==> config.mk <==
export PLATFORM = sky130hd
export DESIGN_NAME = banked_fifo
export DESIGN_NICKNAME = d
export VERILOG_FILES = /design/src/verilog/fifo_geometry_pkg.sv /design/src/verilog/fifo_link_pkg.sv /design/src/verilog/banked_fifo.sv /design/src/verilog/fifo_read_stage.sv /design/src/verilog/fifo_write_stage.sv /design/src/verilog/ram_sdp.sv /design/src/verilog/ram_sdp_composite.sv
export SDC_FILE = /design/constraint.sdc
export NUM_CORES = 1
export LEC_CHECK = 0
export ABC_AREA = 1
export ABC_CLOCK_PERIOD_IN_PS = 2800
export BUFFER_PORTS_ARGS = -buffer_cell sky130_fd_sc_hd__buf_4
export CORE_MARGIN = 2
export CORE_UTILIZATION = 38
export CTS_CLUSTER_DIAMETER = 40
export DETAILED_ROUTE_END_ITERATION = 8
export HOLD_SLACK_MARGIN = 0.1
export RECOVER_POWER = 100
export REMOVE_ABC_BUFFERS = 1
export SLEW_MARGIN = 10
export SYNTH_ARGS = -nofsm -noshare
export SYNTH_HDL_FRONTEND = slang
export SYNTH_SLANG_ARGS = --single-unit
export TNS_END_PERCENT = 30
==> constraint.sdc <==
create_clock -name clock -period 2.8 [get_ports clock]
set_input_delay 0.14 -clock clock [delete_from_list [all_inputs] [get_ports clock]]
set_output_delay 0.14 -clock clock [all_outputs]
set_load 0.02 [all_outputs]
==> src/verilog/fifo_geometry_pkg.sv <==
// ----------------------------------------------------------
// Default buffer geometry and counter widths
// Depths are powers of two and the depth holds at least two banks
// ----------------------------------------------------------

`default_nettype none

package fifo_geometry_pkg;

    // ----------------------------------------------------------
    // Storage geometry

    // Total entries across all banks
    localparam int DEFAULT_DEPTH = 64;

    // Entries held by one bank
    localparam int DEFAULT_BANK_DEPTH = 16;

    // ----------------------------------------------------------
    // Flow control

    // Credits granted by the consumer at reset
    localparam int DEFAULT_OUT_CREDITS = 4;

    // Occupancy and credit counters, enough for depths up to 128
    localparam int COUNT_WIDTH = 8;

endpackage

`default_nettype wire

==> src/verilog/fifo_link_pkg.sv <==
// ----------------------------------------------------------
// Payload and link structs for the producer and consumer side
// Both links carry a valid bit in front of one item
// ----------------------------------------------------------

`default_nettype none

package fifo_link_pkg;

    localparam int TAG_WIDTH  = 4;
    localparam int DATA_WIDTH = 16;

    // Stored word, tag in the upper bits
    typedef struct packed {
        logic [TAG_WIDTH-1:0]  tag;
        logic [DATA_WIDTH-1:0] data;
    } fifo_item_t;

    // Producer to buffer, one credit spent per valid cycle
    typedef struct packed {
        logic       valid;
        fifo_item_t item;
    } push_t;

    // Buffer to consumer, no stall once valid is seen
    typedef struct packed {
        logic       valid;
        fifo_item_t item;
    } pop_t;

endpackage

`default_nettype wire

==> src/verilog/banked_fifo.sv <==
// ----------------------------------------------------------
// Banked FIFO with credit flow control on both links
// Producer starts with DEPTH credits, item out two cycles after push
// ----------------------------------------------------------

`timescale 1ns/1ps
`default_nettype none

module banked_fifo #(
    parameter int DEPTH       = fifo_geometry_pkg::DEFAULT_DEPTH,
    parameter int BANK_DEPTH  = fifo_geometry_pkg::DEFAULT_BANK_DEPTH,
    parameter int OUT_CREDITS = fifo_geometry_pkg::DEFAULT_OUT_CREDITS
) (
    input  wire logic                 clock,
    input  wire logic                 rst,
    input  wire fifo_link_pkg::push_t push,
    output logic                      push_credit,
    input  wire logic                 pop_credit,
    output fifo_link_pkg::pop_t       pop
);

    import fifo_link_pkg::*;

    localparam int ADDR_WIDTH = $clog2(DEPTH);

    // RAM write port
    logic                  wren;
    logic [ADDR_WIDTH-1:0] write_addr;
    fifo_item_t            write_data;
    logic                  commit;

    // RAM read port
    logic                  rden;
    logic [ADDR_WIDTH-1:0] read_addr;
    fifo_item_t            read_data;

    fifo_write_stage #(
        .DEPTH       (DEPTH)
    ) u_write_stage (
        .clock       (clock),
        .rst         (rst),
        .push        (push),
        .wren        (wren),
        .write_addr  (write_addr),
        .write_data  (write_data),
        .commit      (commit)
    );

    ram_sdp_composite #(
        .word_t      (fifo_item_t),
        .DEPTH       (DEPTH),
        .BANK_DEPTH  (BANK_DEPTH)
    ) u_ram (
        .clock       (clock),
        .wren        (wren),
        .write_addr  (write_addr),
        .write_data  (write_data),
        .rden        (rden),
        .read_addr   (read_addr),
        .read_data   (read_data)
    );

    fifo_read_stage #(
        .DEPTH       (DEPTH),
        .OUT_CREDITS (OUT_CREDITS)
    ) u_read_stage (
        .clock       (clock),
        .rst         (rst),
        .commit      (commit),
        .pop_credit  (pop_credit),
        .rden        (rden),
        .read_addr   (read_addr),
        .read_data   (read_data),
        .pop         (pop),
        .push_credit (push_credit)
    );

endmodule

`default_nettype wire

==> src/verilog/fifo_read_stage.sv <==
// ----------------------------------------------------------
// Read side, tracks occupancy and consumer credits
// Issues one read per cycle, item valid one cycle after issue
// Consumer takes every valid item, no stall on pop
// ----------------------------------------------------------

`timescale 1ns/1ps
`default_nettype none

module fifo_read_stage #(
    parameter int      DEPTH       = fifo_geometry_pkg::DEFAULT_DEPTH,
    parameter int      OUT_CREDITS = fifo_geometry_pkg::DEFAULT_OUT_CREDITS,
    localparam int     ADDR_WIDTH  = $clog2(DEPTH)
) (
    input  wire logic                      clock,
    input  wire logic                      rst,
    input  wire logic                      commit,
    input  wire logic                      pop_credit,
    output logic                           rden,
    output logic [ADDR_WIDTH-1:0]          read_addr,
    input  wire fifo_link_pkg::fifo_item_t read_data,
    output fifo_link_pkg::pop_t            pop,
    output logic                           push_credit
);

    import fifo_geometry_pkg::*;

    logic [ADDR_WIDTH-1:0]  read_ptr;
    logic [COUNT_WIDTH-1:0] occupancy;
    logic [COUNT_WIDTH-1:0] occupancy_next;
    logic [COUNT_WIDTH-1:0] credits;
    logic [COUNT_WIDTH-1:0] credits_next;

    // Matches the one cycle RAM read latency
    logic                   read_valid_q;

    // ----------------------------------------------------------
    // Read issue

    // Both counters already account for reads in flight
    assign rden      = (occupancy != '0) && (credits != '0);
    assign read_addr = read_ptr;

    // ----------------------------------------------------------
    // Counter updates

    // Commit and read in the same cycle leave occupancy unchanged
    always_comb begin
        occupancy_next = occupancy;
        if (commit && !rden) begin
            occupancy_next = occupancy + 1'b1;
        end else if (!commit && rden) begin
            occupancy_next = occupancy - 1'b1;
        end
    end

    // Credit is spent at read issue, not when the item leaves
    always_comb begin
        credits_next = credits;
        if (pop_credit && !rden) begin
            credits_next = credits + 1'b1;
        end else if (!pop_credit && rden) begin
            credits_next = credits - 1'b1;
        end
    end

    always_ff @(posedge clock) begin
        if (rst) begin
            read_ptr     <= '0;
            occupancy    <= '0;
            credits      <= COUNT_WIDTH'(OUT_CREDITS);
            read_valid_q <= 1'b0;
        end else begin
            if (rden) begin
                if (read_ptr == ADDR_WIDTH'(DEPTH - 1)) begin
                    read_ptr <= '0;
                end else begin
                    read_ptr <= read_ptr + 1'b1;
                end
            end
            occupancy    <= occupancy_next;
            credits      <= credits_next;
            read_valid_q <= rden;
        end
    end

    // ----------------------------------------------------------
    // Output link and credit return

    assign pop = '{valid: read_valid_q, item: read_data};

    // Slot is free once its item has been read out
    assign push_credit = read_valid_q;

endmodule

`default_nettype wire

==> src/verilog/fifo_write_stage.sv <==
// ----------------------------------------------------------
// Write side of the buffer, one item stored per valid push
// Producer must hold a credit, overflow is not detected
// ----------------------------------------------------------

`timescale 1ns/1ps
`default_nettype none

module fifo_write_stage #(
    parameter int      DEPTH      = fifo_geometry_pkg::DEFAULT_DEPTH,
    localparam int     ADDR_WIDTH = $clog2(DEPTH)
) (
    input  wire logic                      clock,
    input  wire logic                      rst,
    input  wire fifo_link_pkg::push_t      push,
    output logic                           wren,
    output logic [ADDR_WIDTH-1:0]          write_addr,
    output fifo_link_pkg::fifo_item_t      write_data,
    output logic                           commit
);

    // ----------------------------------------------------------
    // Write pointer

    logic [ADDR_WIDTH-1:0] write_ptr;
    logic [ADDR_WIDTH-1:0] write_ptr_next;

    // Wrap at the last entry
    always_comb begin
        if (write_ptr == ADDR_WIDTH'(DEPTH - 1)) begin
            write_ptr_next = '0;
        end else begin
            write_ptr_next = write_ptr + 1'b1;
        end
    end

    always_ff @(posedge clock) begin
        if (rst) begin
            write_ptr <= '0;
        end else if (push.valid) begin
            write_ptr <= write_ptr_next;
        end
    end

    // ----------------------------------------------------------
    // RAM write port

    // Item goes straight to the RAM in the cycle it arrives
    assign wren       = push.valid;
    assign write_addr = write_ptr;
    assign write_data = push.item;

    // ----------------------------------------------------------
    // Commit to the read stage

    // The RAM stores the item at the same edge, so the read side
    // may count it as soon as it sees commit
    assign commit = push.valid;

endmodule

`default_nettype wire

==> src/verilog/ram_sdp.sv <==
// ----------------------------------------------------------
// Simple dual-port RAM bank with a registered read
// A read of the address written in the same cycle returns old data
// DEPTH must be a power of two
// ----------------------------------------------------------

`timescale 1ns/1ps
`default_nettype none

module ram_sdp #(
    parameter type     word_t     = logic [15:0],
    parameter int      DEPTH      = 16,
    localparam int     ADDR_WIDTH = $clog2(DEPTH)
) (
    input  wire logic                  clock,
    input  wire logic                  wren,
    input  wire logic [ADDR_WIDTH-1:0] write_addr,
    input  wire word_t                 write_data,
    input  wire logic                  rden,
    input  wire logic [ADDR_WIDTH-1:0] read_addr,
    output word_t                      read_data
);

    // ----------------------------------------------------------
    // Storage array

    word_t mem [DEPTH];

    // ----------------------------------------------------------
    // Write and read ports

    always_ff @(posedge clock) begin
        if (wren) begin
            mem[write_addr] <= write_data;
        end
    end

    // Output holds its value while rden is low
    always_ff @(posedge clock) begin
        if (rden) begin
            read_data <= mem[read_addr];
        end
    end

endmodule

`default_nettype wire

==> src/verilog/ram_sdp_composite.sv <==
// ----------------------------------------------------------
// Simple dual-port RAM built from DEPTH/BANK_DEPTH banks
// Upper address bits pick a bank, one cycle read latency
// Both depths are powers of two with DEPTH > BANK_DEPTH
// ----------------------------------------------------------

`timescale 1ns/1ps
`default_nettype none

module ram_sdp_composite #(
    parameter type     word_t     = logic [15:0],
    parameter int      DEPTH      = 64,
    parameter int      BANK_DEPTH = 16,
    localparam int     ADDR_WIDTH = $clog2(DEPTH)
) (
    input  wire logic                  clock,
    input  wire logic                  wren,
    input  wire logic [ADDR_WIDTH-1:0] write_addr,
    input  wire word_t                 write_data,
    input  wire logic                  rden,
    input  wire logic [ADDR_WIDTH-1:0] read_addr,
    output word_t                      read_data
);

    // ----------------------------------------------------------
    // Bank arrangement

    localparam int BANK_COUNT   = DEPTH / BANK_DEPTH;
    localparam int OFFSET_WIDTH = $clog2(BANK_DEPTH);
    localparam int SEL_WIDTH    = ADDR_WIDTH - OFFSET_WIDTH;

    logic [SEL_WIDTH-1:0]    write_sel;
    logic [OFFSET_WIDTH-1:0] write_offset;
    logic [SEL_WIDTH-1:0]    read_sel;
    logic [OFFSET_WIDTH-1:0] read_offset;

    // Select of the last bank read, drives the output mux
    logic [SEL_WIDTH-1:0]    read_sel_q;

    logic [BANK_COUNT-1:0]   bank_wren;
    logic [BANK_COUNT-1:0]   bank_rden;
    word_t                   bank_read_data [BANK_COUNT];

    // ----------------------------------------------------------
    // Address split

    assign write_sel    = write_addr[ADDR_WIDTH-1:OFFSET_WIDTH];
    assign write_offset = write_addr[OFFSET_WIDTH-1:0];
    assign read_sel     = read_addr[ADDR_WIDTH-1:OFFSET_WIDTH];
    assign read_offset  = read_addr[OFFSET_WIDTH-1:0];

    // ----------------------------------------------------------
    // Per-bank enables and bank instances

    generate
        for (genvar i = 0; i < BANK_COUNT; i++) begin : g_bank

            // Only the addressed bank sees an enable
            assign bank_wren[i] = wren && (write_sel == SEL_WIDTH'(i));
            assign bank_rden[i] = rden && (read_sel == SEL_WIDTH'(i));

            ram_sdp #(
                .word_t     (word_t),
                .DEPTH      (BANK_DEPTH)
            ) u_bank (
                .clock      (clock),
                .wren       (bank_wren[i]),
                .write_addr (write_offset),
                .write_data (write_data),
                .rden       (bank_rden[i]),
                .read_addr  (read_offset),
                .read_data  (bank_read_data[i])
            );

        end
    endgenerate

    // ----------------------------------------------------------
    // Registered read select and output mux

    // Captured with the read so the mux lines up with bank data
    // and keeps pointing at it while no read is issued
    always_ff @(posedge clock) begin
        if (rden) begin
            read_sel_q <= read_sel;
        end
    end

    assign read_data = bank_read_data[read_sel_q];

endmodule

`default_nettype wire
==> key figures <==
Placement
  – GPL Wtd Cong: 0.8772
  – Post-DP Area: 58750 um2
  – DP HPWL: 79.07 mm
  – Worst slack at placement: 431.3 ps
  – Port buffer count: 45

Yosys
  – Xor/xnor cell area share of the yosys netlist: 0.1574%
  – Ys Warns: 0
  – EDFF count, synth: 1362
  – Syn_area_per_cell: 12.30 um2
  – Top FF cell, synth: edfxtp_1
  – Main combinational cell family by area after synthesis: simple AND/OR/NAND/NOR gates
  – Gate count of the mapped netlist: 4525
  – Simple-Gate Fraction of Synth Area: 11.30%
  – Post-Synth Adder-Cell Area: 0.5216%
  – Synth Register Bits: 1391
  – Synth unique cells: 28
  – Post-synthesis mux area share: 0%
  – Post-synthesis sequential area ratio: 74.53%
  – Async SR Flop Fraction: 0%
  – Post-synthesis compound-gate area fraction: 10.27%
  – Mapped cell area: 55650 um2

Worst setup path
  – Worst R2R Path Depth: 8
  – CP peak stage delay: 410 ps
  – Worst R2R Setup Slack: 180 ps
  – WP depth: 6
  – CP required: 2660 ps
  – Critical-path top delay cell: edfxtp_1
  – Worst setup EP type: output pin
  – Startpoint types: flop
  – R2r startpoint: u_read_stage.read_addr[0]
  – Arr. time, crit path: 2490 ps
  – Maximum fanout along the worst path: 25
  – Critical path, cell by cell: buf_12 -> inv_1 -> buf_4 -> o21ai_0 -> o22ai_2 -> clkbuf_1
  – Setup CP Type: flop to output pin
  – Top Family by Delay on Critical Path: buffers and inverters
  – R2R Path End: u_ram.g_bank[1].u_bank.read_data[8]
  – WP buf/inv: 4

Die
  – Die Wd: 386.7 um
  – Initial Util: 38.23%
  – Placement Rows: 140
  – Core area: 145600 um2
  – Die height: 386.7 um
  – Ports: 46
  – Full die area: 149500 um2

CTS
  – Clock tree buffer depth: 3
  – Clock H-tree levels: 4
  – CTS buffer count: 180
  – Root Driver: clkbuf_16
  – Worst-path clk slew: 60 ps
  – CTS Sinks: 1391
  – Clk_lat worst skew: 800 ps
  – CTS tree: built

Finish
  – Finished Cell Area: 64880 um2
  – Final Net Count: 4683
  – Layout area overhead: 16.59%
  – Commonest non-fill, non-tap cell in the layout: edfxtp_1
  – Most frequent cells in the layout: edfxtp_1, nor2_1, o21ai_0, nand2_1, o21ai_1
  – Layout cells sized above 1: 11.56%

Timing
  – Final slew viol count: 1238
  – Unrepaired setup endpoints after global routing: no
  – Relative slew slack: -15.68%
  – Final setup margin: 172.2 ps
  – Clk_skew: 23.23 ps
  – Tcrit/Tclk final: 93.85%
  – Minimum clock period: 2628 ps
  – Fmax: 0.3805 GHz
  – Final setup fails: 0
  – Hold Vio Cnt, Final: 0
  – Worst slew pin tran: 1735 ps

Global route
  – Total GRT Usage: 19.44%
  – Vias in the first global route: 34673
  – Largest net degree at the start of global routing: 101
  – GR Overflow Total: 0
  – Global-route wire length before repair: 220.1 mm
  – Antenna violations before repair: 3

Flow run
  – Max cap viols: 19

Route
  – Drt total wl: 147.1 mm
  – Total number of vias: 35829
  – Drt wl/cell: 21.91 um
  – DRC viols: 0
  – Via-to-Cell Ratio: 5.337
  – DR pass1 iterations: 5
  – 1st-iter DRT viols: 3599
  – Final ANT Viol Nets: 0

Pwr
  – PwrDens: 952.6 nW/um2
  – Static Leak: 0.02173 uW
  – Worst vdd ir: 747.8 uV

Status
  – Outcome: complete, but fails checks
  – Failing checks: capacitance limit, slew limit

Min path
  – Worst hold start: rst
  – Worst Hold End: u_read_stage.read_addr[2]
  – Hold Path Class: primary input to flop
  – Hold Path Cell Cnt: 3
## state kept, by name, indices dropped and copies added (netlist names)
name,count
u_ram.g_bank.u_bank.mem,1280
u_read_stage.read_addr,6
u_ram.read_sel_q,2
u_read_stage.occupancy,8
u_write_stage.write_addr,6
u_read_stage.credits,8
u_ram.g_bank.u_bank.read_data,80
u_read_stage.push_credit,1
## area by class of cell
class                   count  area (um2)
well taps                1917        2399
diodes                      5       12.51
fillers                 12988       80680
repair buffers            210        1763
inverters                 135       516.7
multi-input cells        2719       12630
flip-flops and latches   1391       41490
clock inverters           123        1277
clock buffers             213        4797
## cells by family (layout without fill, tap and decap cells)
kind of cell,after synthesis,after routing
AND/OR/NAND/NOR,1631,1631
flip-flops,1391,1391
AO/OA/AOI/OAI,1056,1056
buffers and inverters,415,681
adder cells (fa/ha/maj),22,22
XOR/XNOR,10,10
other,0,5
## stage by stage
stage / std cells / TNS, ps / power, uW / util [%] / hold slack [ps]
4_1_cts: 6706 / 0 / 62330 / 44.76 / 230.1
3_5_place_dp: 6346 / 0 / 39130 / 40.36 / 504.2
3_3_place_gp: 6346 / 0 / 38960 / 40.36 / 499.3
6_report: 6713 / 0 / 61810 / 44.57 / 285.8
2_1_floorplan: 4245 / -1925880 / 29390 / - / 209.1
5_1_grt: 6708 / 0 / 64820 / 44.57 / 278.7
## how the worst max path moves through the flow
stage	to	from	slack, ps
3_3_place_gp	u_read_stage.credits[7]	u_read_stage.credits[0]	460
2_1_floorplan	u_ram.g_bank[0].u_bank.read_data[0]	u_read_stage.read_addr[0]	-23030
6_report	pop[1]	u_ram.read_sel_q[0]	170
4_1_cts	pop[18]	u_ram.read_sel_q[1]	10
5_1_grt	u_ram.g_bank[1].u_bank.read_data[8]	u_read_stage.read_addr[0]	60
3_5_place_dp	u_read_stage.credits[5]	u_read_stage.credits[0]	430
## Yosys cell counts, drive strengths merged, types with 7 or more instances
master  count  area share (%)
ha         20            0.45
o21ai     856             7.7
a21oi      17            0.15
nand2     392             2.6
buf       112             1.2
o211ai    161             2.2
edfxtp   1362              73
dfxtp      29             1.0
inv       134            0.90
nor3        7           0.063
xor2        7            0.11
clkbuf    168             1.1
nor2     1114             7.5
o22ai      20            0.22
nand3     113             1.0
## power breakdown
part | leakage [uW] | switching, uW | internal [uW] | total, uW
Clock | 0.00290 | 9090 | 14000 | 23100
Combinational | 0.00630 | 10100 | 4560 | 14700
Sequential | 0.0125 | 488 | 23600 | 24100
Total | 0.0217 | 19700 | 42100 | 61800
## per-layer routing
layer  routed length (um)  vias to the layer above  global-route usage (%)
met2                70690                     1241                   31.69
met5                    0                        -                       0
met1                62700                    18003                   26.72
met4                 2775                        0                   4.820
met3                10910                      195                   3.834
li1                     -                    16390                       -
## timing repair
item	CTS	global route
pin swaps	0	0
buffers inserted	0	2
endpoints found under the hold margin	1306	0
hold buffers	24	0
endpoints found under the setup margin	13	8
gates resized for setup	13	2
## worst min-delay path, cell delays in order
cell and delay (ps):
dlygate4sd3_1 520, buf_4 290, a21oi_1 70
Note: power is estimated with default switching activity, not from simulation.
